File: config.mk
export PLATFORM = sky130hd
export DESIGN_NAME = rst_cipher
export DESIGN_NICKNAME = d
export VERILOG_FILES = /design/src/design/rst_alpha_pkg.sv /design/src/design/rst_cipher_pkg.sv /design/src/design/rst_key_check.sv /design/src/design/rst_symbol_decode.sv /design/src/design/rst_rot_table.sv /design/src/design/rst_subst_result.sv /design/src/design/rst_cipher.sv
export SDC_FILE = /design/constraint.sdc
export NUM_CORES = 1
export LEC_CHECK = 0
export BUFFER_PORTS_ARGS = -buffer_cell sky130_fd_sc_hd__buf_2
export CAP_MARGIN = 20
export CORE_MARGIN = 2
export CORE_UTILIZATION = 25
export DETAILED_ROUTE_END_ITERATION = 10
export PLACE_DENSITY = 0.52
export SETUP_SLACK_MARGIN = 0.3
export SLEW_MARGIN = 40
export SYNTH_ARGS = -nofsm -noshare
export SYNTH_HDL_FRONTEND = slang
export SYNTH_HIERARCHICAL = 1
export SYNTH_SLANG_ARGS = --single-unit
export TNS_END_PERCENT = 100
File: constraint.sdc
create_clock -name clk -period 6.5 [get_ports clk]
set_input_delay 0.65 -clock clk [delete_from_list [all_inputs] [get_ports clk]]
set_output_delay 0.65 -clock clk [all_outputs]
set_load 0.01 [all_outputs]
File: src/design/rst_alpha_pkg.sv
`default_nettype none

package rst_alpha_pkg;

  typedef logic [7:0] char_t;
  typedef logic [5:0] sym_idx_t;
  typedef logic [2:0] grid_idx_t;

  // ascii bounds of the accepted ranges
  localparam char_t CHAR_UPPER_A = 8'h41;
  localparam char_t CHAR_UPPER_Z = 8'h5A;
  localparam char_t CHAR_LOWER_A = 8'h61;
  localparam char_t CHAR_LOWER_Z = 8'h7A;
  localparam char_t CHAR_DIGIT_0 = 8'h30;
  localparam char_t CHAR_DIGIT_9 = 8'h39;

  // digits follow the letters in the symbol space
  localparam int NUM_LETTERS = 26;
  localparam int GRID_DIM = 6;

  function automatic logic is_upper(char_t c);
    return (c >= CHAR_UPPER_A) && (c <= CHAR_UPPER_Z);
  endfunction

  function automatic logic is_lower(char_t c);
    return (c >= CHAR_LOWER_A) && (c <= CHAR_LOWER_Z);
  endfunction

  function automatic logic is_digit(char_t c);
    return (c >= CHAR_DIGIT_0) && (c <= CHAR_DIGIT_9);
  endfunction

  function automatic logic is_alnum(char_t c);
    return is_upper(c) || is_lower(c) || is_digit(c);
  endfunction

  // case-insensitive, zero for anything else
  function automatic sym_idx_t sym_index(char_t c);
    sym_idx_t idx;
    idx = '0;
    if (is_upper(c)) begin
      idx = sym_idx_t'(c - CHAR_UPPER_A);
    end else if (is_lower(c)) begin
      idx = sym_idx_t'(c - CHAR_LOWER_A);
    end else if (is_digit(c)) begin
      idx = sym_idx_t'(c - CHAR_DIGIT_0) + sym_idx_t'(NUM_LETTERS);
    end
    return idx;
  endfunction

endpackage

`default_nettype wire

File: src/design/rst_cipher_pkg.sv
`default_nettype none

package rst_cipher_pkg;

  localparam int KEY_LEN = 12;

  // position 0 sits in the lowest byte
  typedef rst_alpha_pkg::char_t [KEY_LEN-1:0] key_t;

  typedef struct packed {
    rst_alpha_pkg::char_t [rst_alpha_pkg::GRID_DIM-1:0] rows;
    rst_alpha_pkg::char_t [rst_alpha_pkg::GRID_DIM-1:0] cols;
  } table_t;

  typedef struct packed {
    logic                     valid;
    rst_alpha_pkg::grid_idx_t row;
    rst_alpha_pkg::grid_idx_t col;
  } sym_t;

  typedef struct packed {
    rst_alpha_pkg::char_t row_char;
    rst_alpha_pkg::char_t col_char;
  } ctxt_t;

  // key position feeding each row and column slot
  localparam int ROW_LOAD_ORDER [rst_alpha_pkg::GRID_DIM] = '{11, 1, 9, 3, 7, 5};
  localparam int COL_LOAD_ORDER [rst_alpha_pkg::GRID_DIM] = '{10, 0, 8, 2, 6, 4};

  // odd key positions go to rows, even ones to columns
  function automatic table_t load_table(key_t key);
    table_t t;
    for (int i = 0; i < rst_alpha_pkg::GRID_DIM; i++) begin
      t.rows[i] = key[ROW_LOAD_ORDER[i]];
      t.cols[i] = key[COL_LOAD_ORDER[i]];
    end
    return t;
  endfunction

endpackage

`default_nettype wire

File: src/design/rst_key_check.sv
`timescale 1ns/100ps
`default_nettype none

module rst_key_check (
  input  wire rst_cipher_pkg::key_t key,
  output logic                      key_ok
);

  logic [rst_cipher_pkg::KEY_LEN-1:0] char_ok;
  logic [rst_cipher_pkg::KEY_LEN-1:0] char_dup;
  logic                               all_ok;
  logic                               any_dup;

  // class check per key position
  always_comb begin
    for (int i = 0; i < rst_cipher_pkg::KEY_LEN; i++) begin
      char_ok[i] = rst_alpha_pkg::is_alnum(key[i]);
    end
  end

  // flag a position when some later position repeats it
  always_comb begin
    char_dup = '0;
    for (int i = 0; i < rst_cipher_pkg::KEY_LEN - 1; i++) begin
      for (int j = i + 1; j < rst_cipher_pkg::KEY_LEN; j++) begin
        if (key[i] == key[j]) begin
          char_dup[i] = 1'b1;
        end
      end
    end
  end

  assign all_ok  = &char_ok;
  assign any_dup = |char_dup;

  assign key_ok = all_ok && !any_dup;

endmodule

`default_nettype wire

File: src/design/rst_symbol_decode.sv
`timescale 1ns/100ps
`default_nettype none

module rst_symbol_decode (
  input  wire                       ptxt_valid,
  input  wire rst_alpha_pkg::char_t ptxt_char,
  output rst_cipher_pkg::sym_t      sym,
  output logic                      bad_char
);

  rst_alpha_pkg::sym_idx_t sym_idx;
  logic                    alnum;

  assign alnum   = rst_alpha_pkg::is_alnum(ptxt_char);
  assign sym_idx = rst_alpha_pkg::sym_index(ptxt_char);

  // split the index into grid coordinates
  always_comb begin
    sym.valid = ptxt_valid && alnum;
    sym.row   = rst_alpha_pkg::grid_idx_t'(sym_idx / rst_alpha_pkg::GRID_DIM);
    sym.col   = rst_alpha_pkg::grid_idx_t'(sym_idx % rst_alpha_pkg::GRID_DIM);
  end

  // only a strobe can raise the error
  assign bad_char = ptxt_valid && !alnum;

endmodule

`default_nettype wire

File: src/design/rst_rot_table.sv
`timescale 1ns/100ps
`default_nettype none

module rst_rot_table (
  input  wire                       clk,
  input  wire                       rst_n,
  input  wire rst_cipher_pkg::key_t key,
  input  wire                       key_ok,
  input  wire rst_cipher_pkg::sym_t sym,
  output rst_cipher_pkg::table_t    tbl,
  output logic                      step,
  output rst_cipher_pkg::sym_t      sel
);

  localparam int LAST = rst_alpha_pkg::GRID_DIM - 1;

  rst_cipher_pkg::table_t tbl_rot;
  logic                   loaded;
  logic                   load;

  // only the first good key after reset takes effect
  assign load = key_ok && !loaded;

  // symbols before load neither rotate nor produce output
  assign step = sym.valid && loaded;
  assign sel  = sym;

  // next table state after one rotation
  always_comb begin
    tbl_rot.rows = {tbl.rows[LAST-1:0], tbl.rows[LAST]};
    tbl_rot.cols = {tbl.cols[LAST-1:0], tbl.cols[LAST]};
  end

  always_ff @(posedge clk or negedge rst_n) begin
    if (!rst_n) begin
      loaded <= 1'b0;
    end else if (load) begin
      loaded <= 1'b1;
    end
  end

  always_ff @(posedge clk or negedge rst_n) begin
    if (!rst_n) begin
      tbl <= '0;
    end else if (load) begin
      tbl <= rst_cipher_pkg::load_table(key);
    end else if (step) begin
      tbl <= tbl_rot;
    end
  end

endmodule

`default_nettype wire

File: src/design/rst_subst_result.sv
`timescale 1ns/100ps
`default_nettype none

module rst_subst_result (
  input  wire                         clk,
  input  wire                         rst_n,
  input  wire rst_cipher_pkg::table_t tbl,
  input  wire                         step,
  input  wire rst_cipher_pkg::sym_t   sel,
  input  wire                         bad_char,
  output rst_cipher_pkg::ctxt_t       ctxt,
  output logic                        ctxt_valid,
  output logic                        err_ptxt_char
);

  rst_alpha_pkg::char_t row_char;
  rst_alpha_pkg::char_t col_char;

  // lookup uses the table before this cycle's rotation
  assign row_char = tbl.rows[sel.row];
  assign col_char = tbl.cols[sel.col];

  always_ff @(posedge clk or negedge rst_n) begin
    if (!rst_n) begin
      ctxt_valid    <= 1'b0;
      err_ptxt_char <= 1'b0;
    end else begin
      ctxt_valid    <= step;
      err_ptxt_char <= bad_char;
    end
  end

  // held at zero between results
  always_ff @(posedge clk or negedge rst_n) begin
    if (!rst_n) begin
      ctxt <= '0;
    end else if (step) begin
      ctxt.row_char <= row_char;
      ctxt.col_char <= col_char;
    end else begin
      ctxt <= '0;
    end
  end

endmodule

`default_nettype wire

File: src/design/rst_cipher.sv
`timescale 1ns/100ps
`default_nettype none

module rst_cipher (
  input  wire                       clk,
  input  wire                       rst_n,
  input  wire                       ptxt_valid,
  input  wire rst_alpha_pkg::char_t ptxt_char,
  input  wire rst_cipher_pkg::key_t key,
  output rst_cipher_pkg::ctxt_t     ctxt,
  output logic                      ctxt_valid,
  output logic                      err_ptxt_char,
  output logic                      err_key
);

  logic                   key_ok;
  logic                   bad_char;
  logic                   step;
  rst_cipher_pkg::sym_t   sym;
  rst_cipher_pkg::sym_t   sel;
  rst_cipher_pkg::table_t tbl;

  // decode
  rst_key_check i_key_check (
    .key    (key),
    .key_ok (key_ok)
  );

  rst_symbol_decode i_symbol_decode (
    .ptxt_valid (ptxt_valid),
    .ptxt_char  (ptxt_char),
    .sym        (sym),
    .bad_char   (bad_char)
  );

  // execute
  rst_rot_table i_rot_table (
    .clk    (clk),
    .rst_n  (rst_n),
    .key    (key),
    .key_ok (key_ok),
    .sym    (sym),
    .tbl    (tbl),
    .step   (step),
    .sel    (sel)
  );

  // result
  rst_subst_result i_subst_result (
    .clk           (clk),
    .rst_n         (rst_n),
    .tbl           (tbl),
    .step          (step),
    .sel           (sel),
    .bad_char      (bad_char),
    .ctxt          (ctxt),
    .ctxt_valid    (ctxt_valid),
    .err_ptxt_char (err_ptxt_char)
  );

  // high while the presented key is unusable
  assign err_key = !key_ok;

endmodule

`default_nettype wire

**Word-level counts from Yosys, hierarchy flattened**

Index checks and enable logic that the tools add are counted.
W data, S select, Z words.

- Flip-flop bits (word level): 115
- Input port bits: 107
- Output and inout bits: 19
- Word-level logic and storage cells: 322

- $add $sub $neg: 4
- Div/mod/pow operators: 2
- Magnitude comparators: 80
- Equal/unequal tests: 66
- Multiplexer cells: 76
- Reductions and logical operators: 77

Operators with widths:

| cell | count |
|---|---|
| $eq A8 B8 Y1 | 66 |
| $ge A8 B7 Y1 const B | 26 |
| $le A8 B7 Y1 const B | 26 |
| $mux W96 | 2 |
| $ge A8 B6 Y1 const B | 13 |
| $le A8 B6 Y1 const B | 13 |
| $mux W1 | 66 |
| $bmux W8 S3 | 2 |
| $logic_and A1 B1 Y1 | 44 |
| $div A6 B3 Y32 const B | 1 |
| $mod A6 B3 Y32 const B | 1 |
| $logic_or A1 B1 Y1 | 26 |
| $mux W6 | 3 |
| $mux W16 | 1 |
| $mux W8 | 2 |
| $reduce_and A12 Y1 | 1 |
| $sub A6 B6 Y6 const B | 2 |
| $reduce_or A11 Y1 | 1 |
| $lt A3 B4 Y1 const B | 2 |
| $add A6 B5 Y6 const B | 1 |
| $sub A6 B1 Y6 const B | 1 |
| $logic_not A1 Y1 | 4 |
| $reduce_bool A2 Y1 | 1 |

**Logic depth before layout (Yosys ltp)**

- Word-level depth: 17
- Depth in mapped cells: 20
- Mapped depth without buffers: 16

**Cells and area by module**

Netlist, hierarchy kept.

Modules (own cells, without submodules):

| module | times used | cells an instance | area an instance (sq um) | sequential area each (sq um) |
|---|---|---|---|---|
| rst_key_check | 1 | 978 | 6960.4 | 0.0 |
| rst_rot_table | 1 | 427 | 5640.4 | 2427.3 |
| rst_subst_result | 1 | 112 | 1288.7 | 450.4 |
| rst_symbol_decode | 1 | 90 | 663.1 | 0.0 |
| rst_cipher | 1 | 1 | 3.8 | 0.0 |

**Least setup slack after synthesis**

Ideal clock, no wire load.

- Path type: input to register
- Start: input ptxt_char[2]
- End: register i_subst_result/ctxt[4] (netlist name)
- Library setup time: 133 ps
- Data arrival time: 3688 ps
- Data required time: 6367 ps
- Path slack: 2680 ps
- Stages on the path: 20
- Buffers on the path: 4
- Cell sequence: buf_6 -> inv_1 -> ha_1 -> nand2_1 -> o211ai_2 -> o211ai_2 -> o21a_1 -> clkinv_1 -> ha_1 -> nand2b_1 -> o21ai_4 -> nand2_1 -> or3_1 -> o311ai_1 -> buf_4 -> buf_4 -> buf_6 -> mux2i_1 -> o22a_1 -> o21ai_0

RTL lines:

| item | RTL line | RTL |
|---|---|---|
| start, declared | rst_cipher.sv:8 | `input wire rst_alpha_pkg::char_t ptxt_char,` |

**Worst setup path after layout**

- Start: input key[7] (netlist bit)
- End: output err_key

- Cells in the longest elaborated chain, start to end: 16
- Elaborated cells on any way between the ends: 38
- Classes of those cells: order compare: 6; eq/ne: 11; mux: 11; reduce/logical: 10

Ends and longest elaborated chain:

| item | RTL line | RTL |
|---|---|---|
| start, declared | rst_cipher.sv:9 | `input wire rst_cipher_pkg::key_t key,` |
| $eq A8 B8 Y1 | rst_key_check.sv:26 | `if (key[i] == key[j]) begin` |
| $mux W1 (11 in a row) | rst_key_check.sv:26 |  |
| $reduce_or A11 Y1 | rst_key_check.sv:34 | `assign any_dup = \|char_dup;` |
| $logic_not A1 Y1 | rst_key_check.sv:36 | `assign key_ok = all_ok && !any_dup;` |
| $logic_and A1 B1 Y1 (*) | rst_key_check.sv:36 |  |
| net key_ok | rst_cipher.sv:16 | `logic key_ok;` |
| $logic_not A1 Y1 (*) | rst_cipher.sv:62 | `assign err_key = !key_ok;` |
| end, declared | rst_cipher.sv:13 | `output logic err_key` |

Mark *: on every way through the listed nets, which the timed path passes. The rest lies on a longest branch.

==> impl_metrics.yaml <==
worst_setup_path:
  worstSetupEndpointType: "output pin"
  cpPeakStageDelay_ps: 620
  worstRegToRegCells: 4
  crit_path_start: "key[7]"
  crit_chain: "buf_2 > or4_4 > nor4_2 > nand4_1 > nor4_1 > nand4_1 > or4_1 > nor4_4 > buf_4 > inv_1 > buf_2"
  r2r_start: "i_rot_table/loaded"
  cp_data_required_time_ps: 5850
  path_depth: 11
  slowest_stage: "or4_1"
  timing.critical_path.buf_inv: 4
  crit_path_start_kind: "input port"
  critPathMaxFanout: 13
  critPathKind: "input port to output pin"
  crit_arrival_ps: 3940
  critPathTopFamily: "simple AND/OR/NAND/NOR gates"
cells_and_area:
  drive_above_1_share_pct: 12.2
  nNetsFinal: 1674
  syn_to_final_growth_pct: 8.89
  fillers: 6098
  finalInstanceArea_um2: 15800
  utilization_pct: 27.5
clocking:
  clock_sinks: 115
  h-tree-depth: 4
  root_buffer: "clkbuf_16"
  cts_buffer_depth: 2
  cts_buffers: 17
  hold_buffers: 0
  cts_tree: "yes"
  cts_resized: 0
  worstSkewPairLatency_ps: 440
  post_cts_buffers: 0
  clk_pin_slew_ps: 60
route:
  drtAntennaViolNets: 0
  initialDrtViolationCount: 1363
  routed_wirelength_um: 58700
  routed_via_density: 5.38
  drc_errors: 0
  routed-via-count: 12600
  detail_route.first_pass.iterations: 5
  routedWlPerCell_um: 25.1
floorplanning:
  core_um2: 57600
  initial_core_util_pct: 25.3
  core.rowCount: 88
  ios: 126
  die_w_um: 245
  die-height_um: 245
  dieArea_um2: 60100
timing:
  period_needed_ps: 4590
  slew_viol_final: 0
  fin_tns_setup_ps: 0
  fin_skew_ps: 8.86
  setup_viol_count_final: 0
  hold_viol_final: 0
  finalCritPeriodShare_pct: 70.6
  max_slew_margin_pct: 43.2
  fmax_mhz: 218
  rsz0062_at_grt: "false"
  worst_slew_pin_slew_ps: 852
power_and_ir_drop:
  power_frac_comb_pct: 30.8
  vdd_drop_max_v: 0.000151
  seq_power_share_pct: 29.4
  power_switching_uw: 876
  clkPwrFrac_pct: 39.7
  p_int_uw: 1560
  powerDensity_nw_per_um2: 154
  p_leak_uw: 0.00527
  p_sw_share_pct: 36.0
yosys:
  synth_cells: 1607
  ys.warnings.count: 6
  synth_fp_nets: 1721
  avgSynthCellArea_um2: 9.05
  synthesis.area_um2: 14500
placed_design:
  place_hpwl_um: 37600
  io_buffers: 125
  placed_area_um2: 15200
  routabilityCongestion: 0.880
outcome:
  status: "finished clean"
global_route:
  track_usage_pct: 19.2
  grt_antenna_before_repair: 6
  grt_pass1_vias: 12600
  grt_overflow_total: 0
  grt_pass1_wl_um: 86300
  grt_max_degree: 72
worst_hold_path:
  hold_path_class: "input port to asynchronous set/reset pin"
flow_run:
  drv_cap: 0
[stage by stage]
step | power [uW] | hold slack [ps] | setup WS [ps] | std cells
6_report | 2430 | 232 | 1910 | 2339
5_1_grt | 2530 | 268 | 1690 | 2338
4_1_cts | 2440 | 243 | 1980 | 2337
3_5_place_dp | 1460 | 611 | 1680 | 2305
3_3_place_gp | 1450 | 599 | 1680 | 2305
2_1_floorplan | 1260 | 354 | 2680 | 1607
[worst paths after layout]
check / end / slack [ps]
max: err_key / 1910
min: i_rot_table/tbl[76] / 230
max reg2reg: i_subst_result/ctxt[6] / 4370
min reg2reg: i_rot_table/tbl[48] / 620
max in group asynchronous: i_rot_table/loaded / 5120
min in group clk: i_subst_result/err_ptxt_char / 510
[per-layer routing]
layer	GRT usage (%)	vias up	part of all wire [%]
met4	8.41	10	4.3
met5	0	-	0.087
met2	28.2	695	42
li1	-	5457	-
met3	4.11	166	9.1
met1	26.7	6248	45
[layout by cell type (no fill, tap or decap), drive strengths merged, types with 21 or more instances in the layout]
master	count
o22ai	21
nor4	71
buf	136
dfrtp	115
xnor2	322
o21ai	37
nand2	39
mux2i	338
xor2	209
inv	33
nand4	86
a21oi	31
[cell type report]
cell class	instances	area, um^2	area share (%)
inverters	28	105	0.663
well taps	765	957	6.04
clock inverters	15	171	1.08
multi-input cells	1262	10600	66.7
diodes	1	2.50	0.0158
flip-flops and latches	115	2880	18.2
clock buffers	17	425	2.69
repair buffers	136	738	4.66
[power groups by stage]
stage	registers, uW	clock network (uW)	logic (uW)
5_1_grt	716	1030	791
3_5_place_dp	730	0	732
3_3_place_gp	730	0	719
4_1_cts	716	990	736
6_report	717	967	750
2_1_floorplan	730	0	525
[worst reg2reg max path, delay by kind of cell (launching register included)]
family | cells | cell delay [ps]
simple gates | 2 | 1040
flops | 1 | 670
compound gates | 2 | 310
[registers in the layout, indices dropped and copies added, names as in the netlist]
name                          flops
i_subst_result/ctxt_valid         1
i_subst_result/ctxt              16
i_rot_table/loaded                1
i_subst_result/err_ptxt_char      1
i_rot_table/tbl                  96
Power figures use the tool's default switching activity.
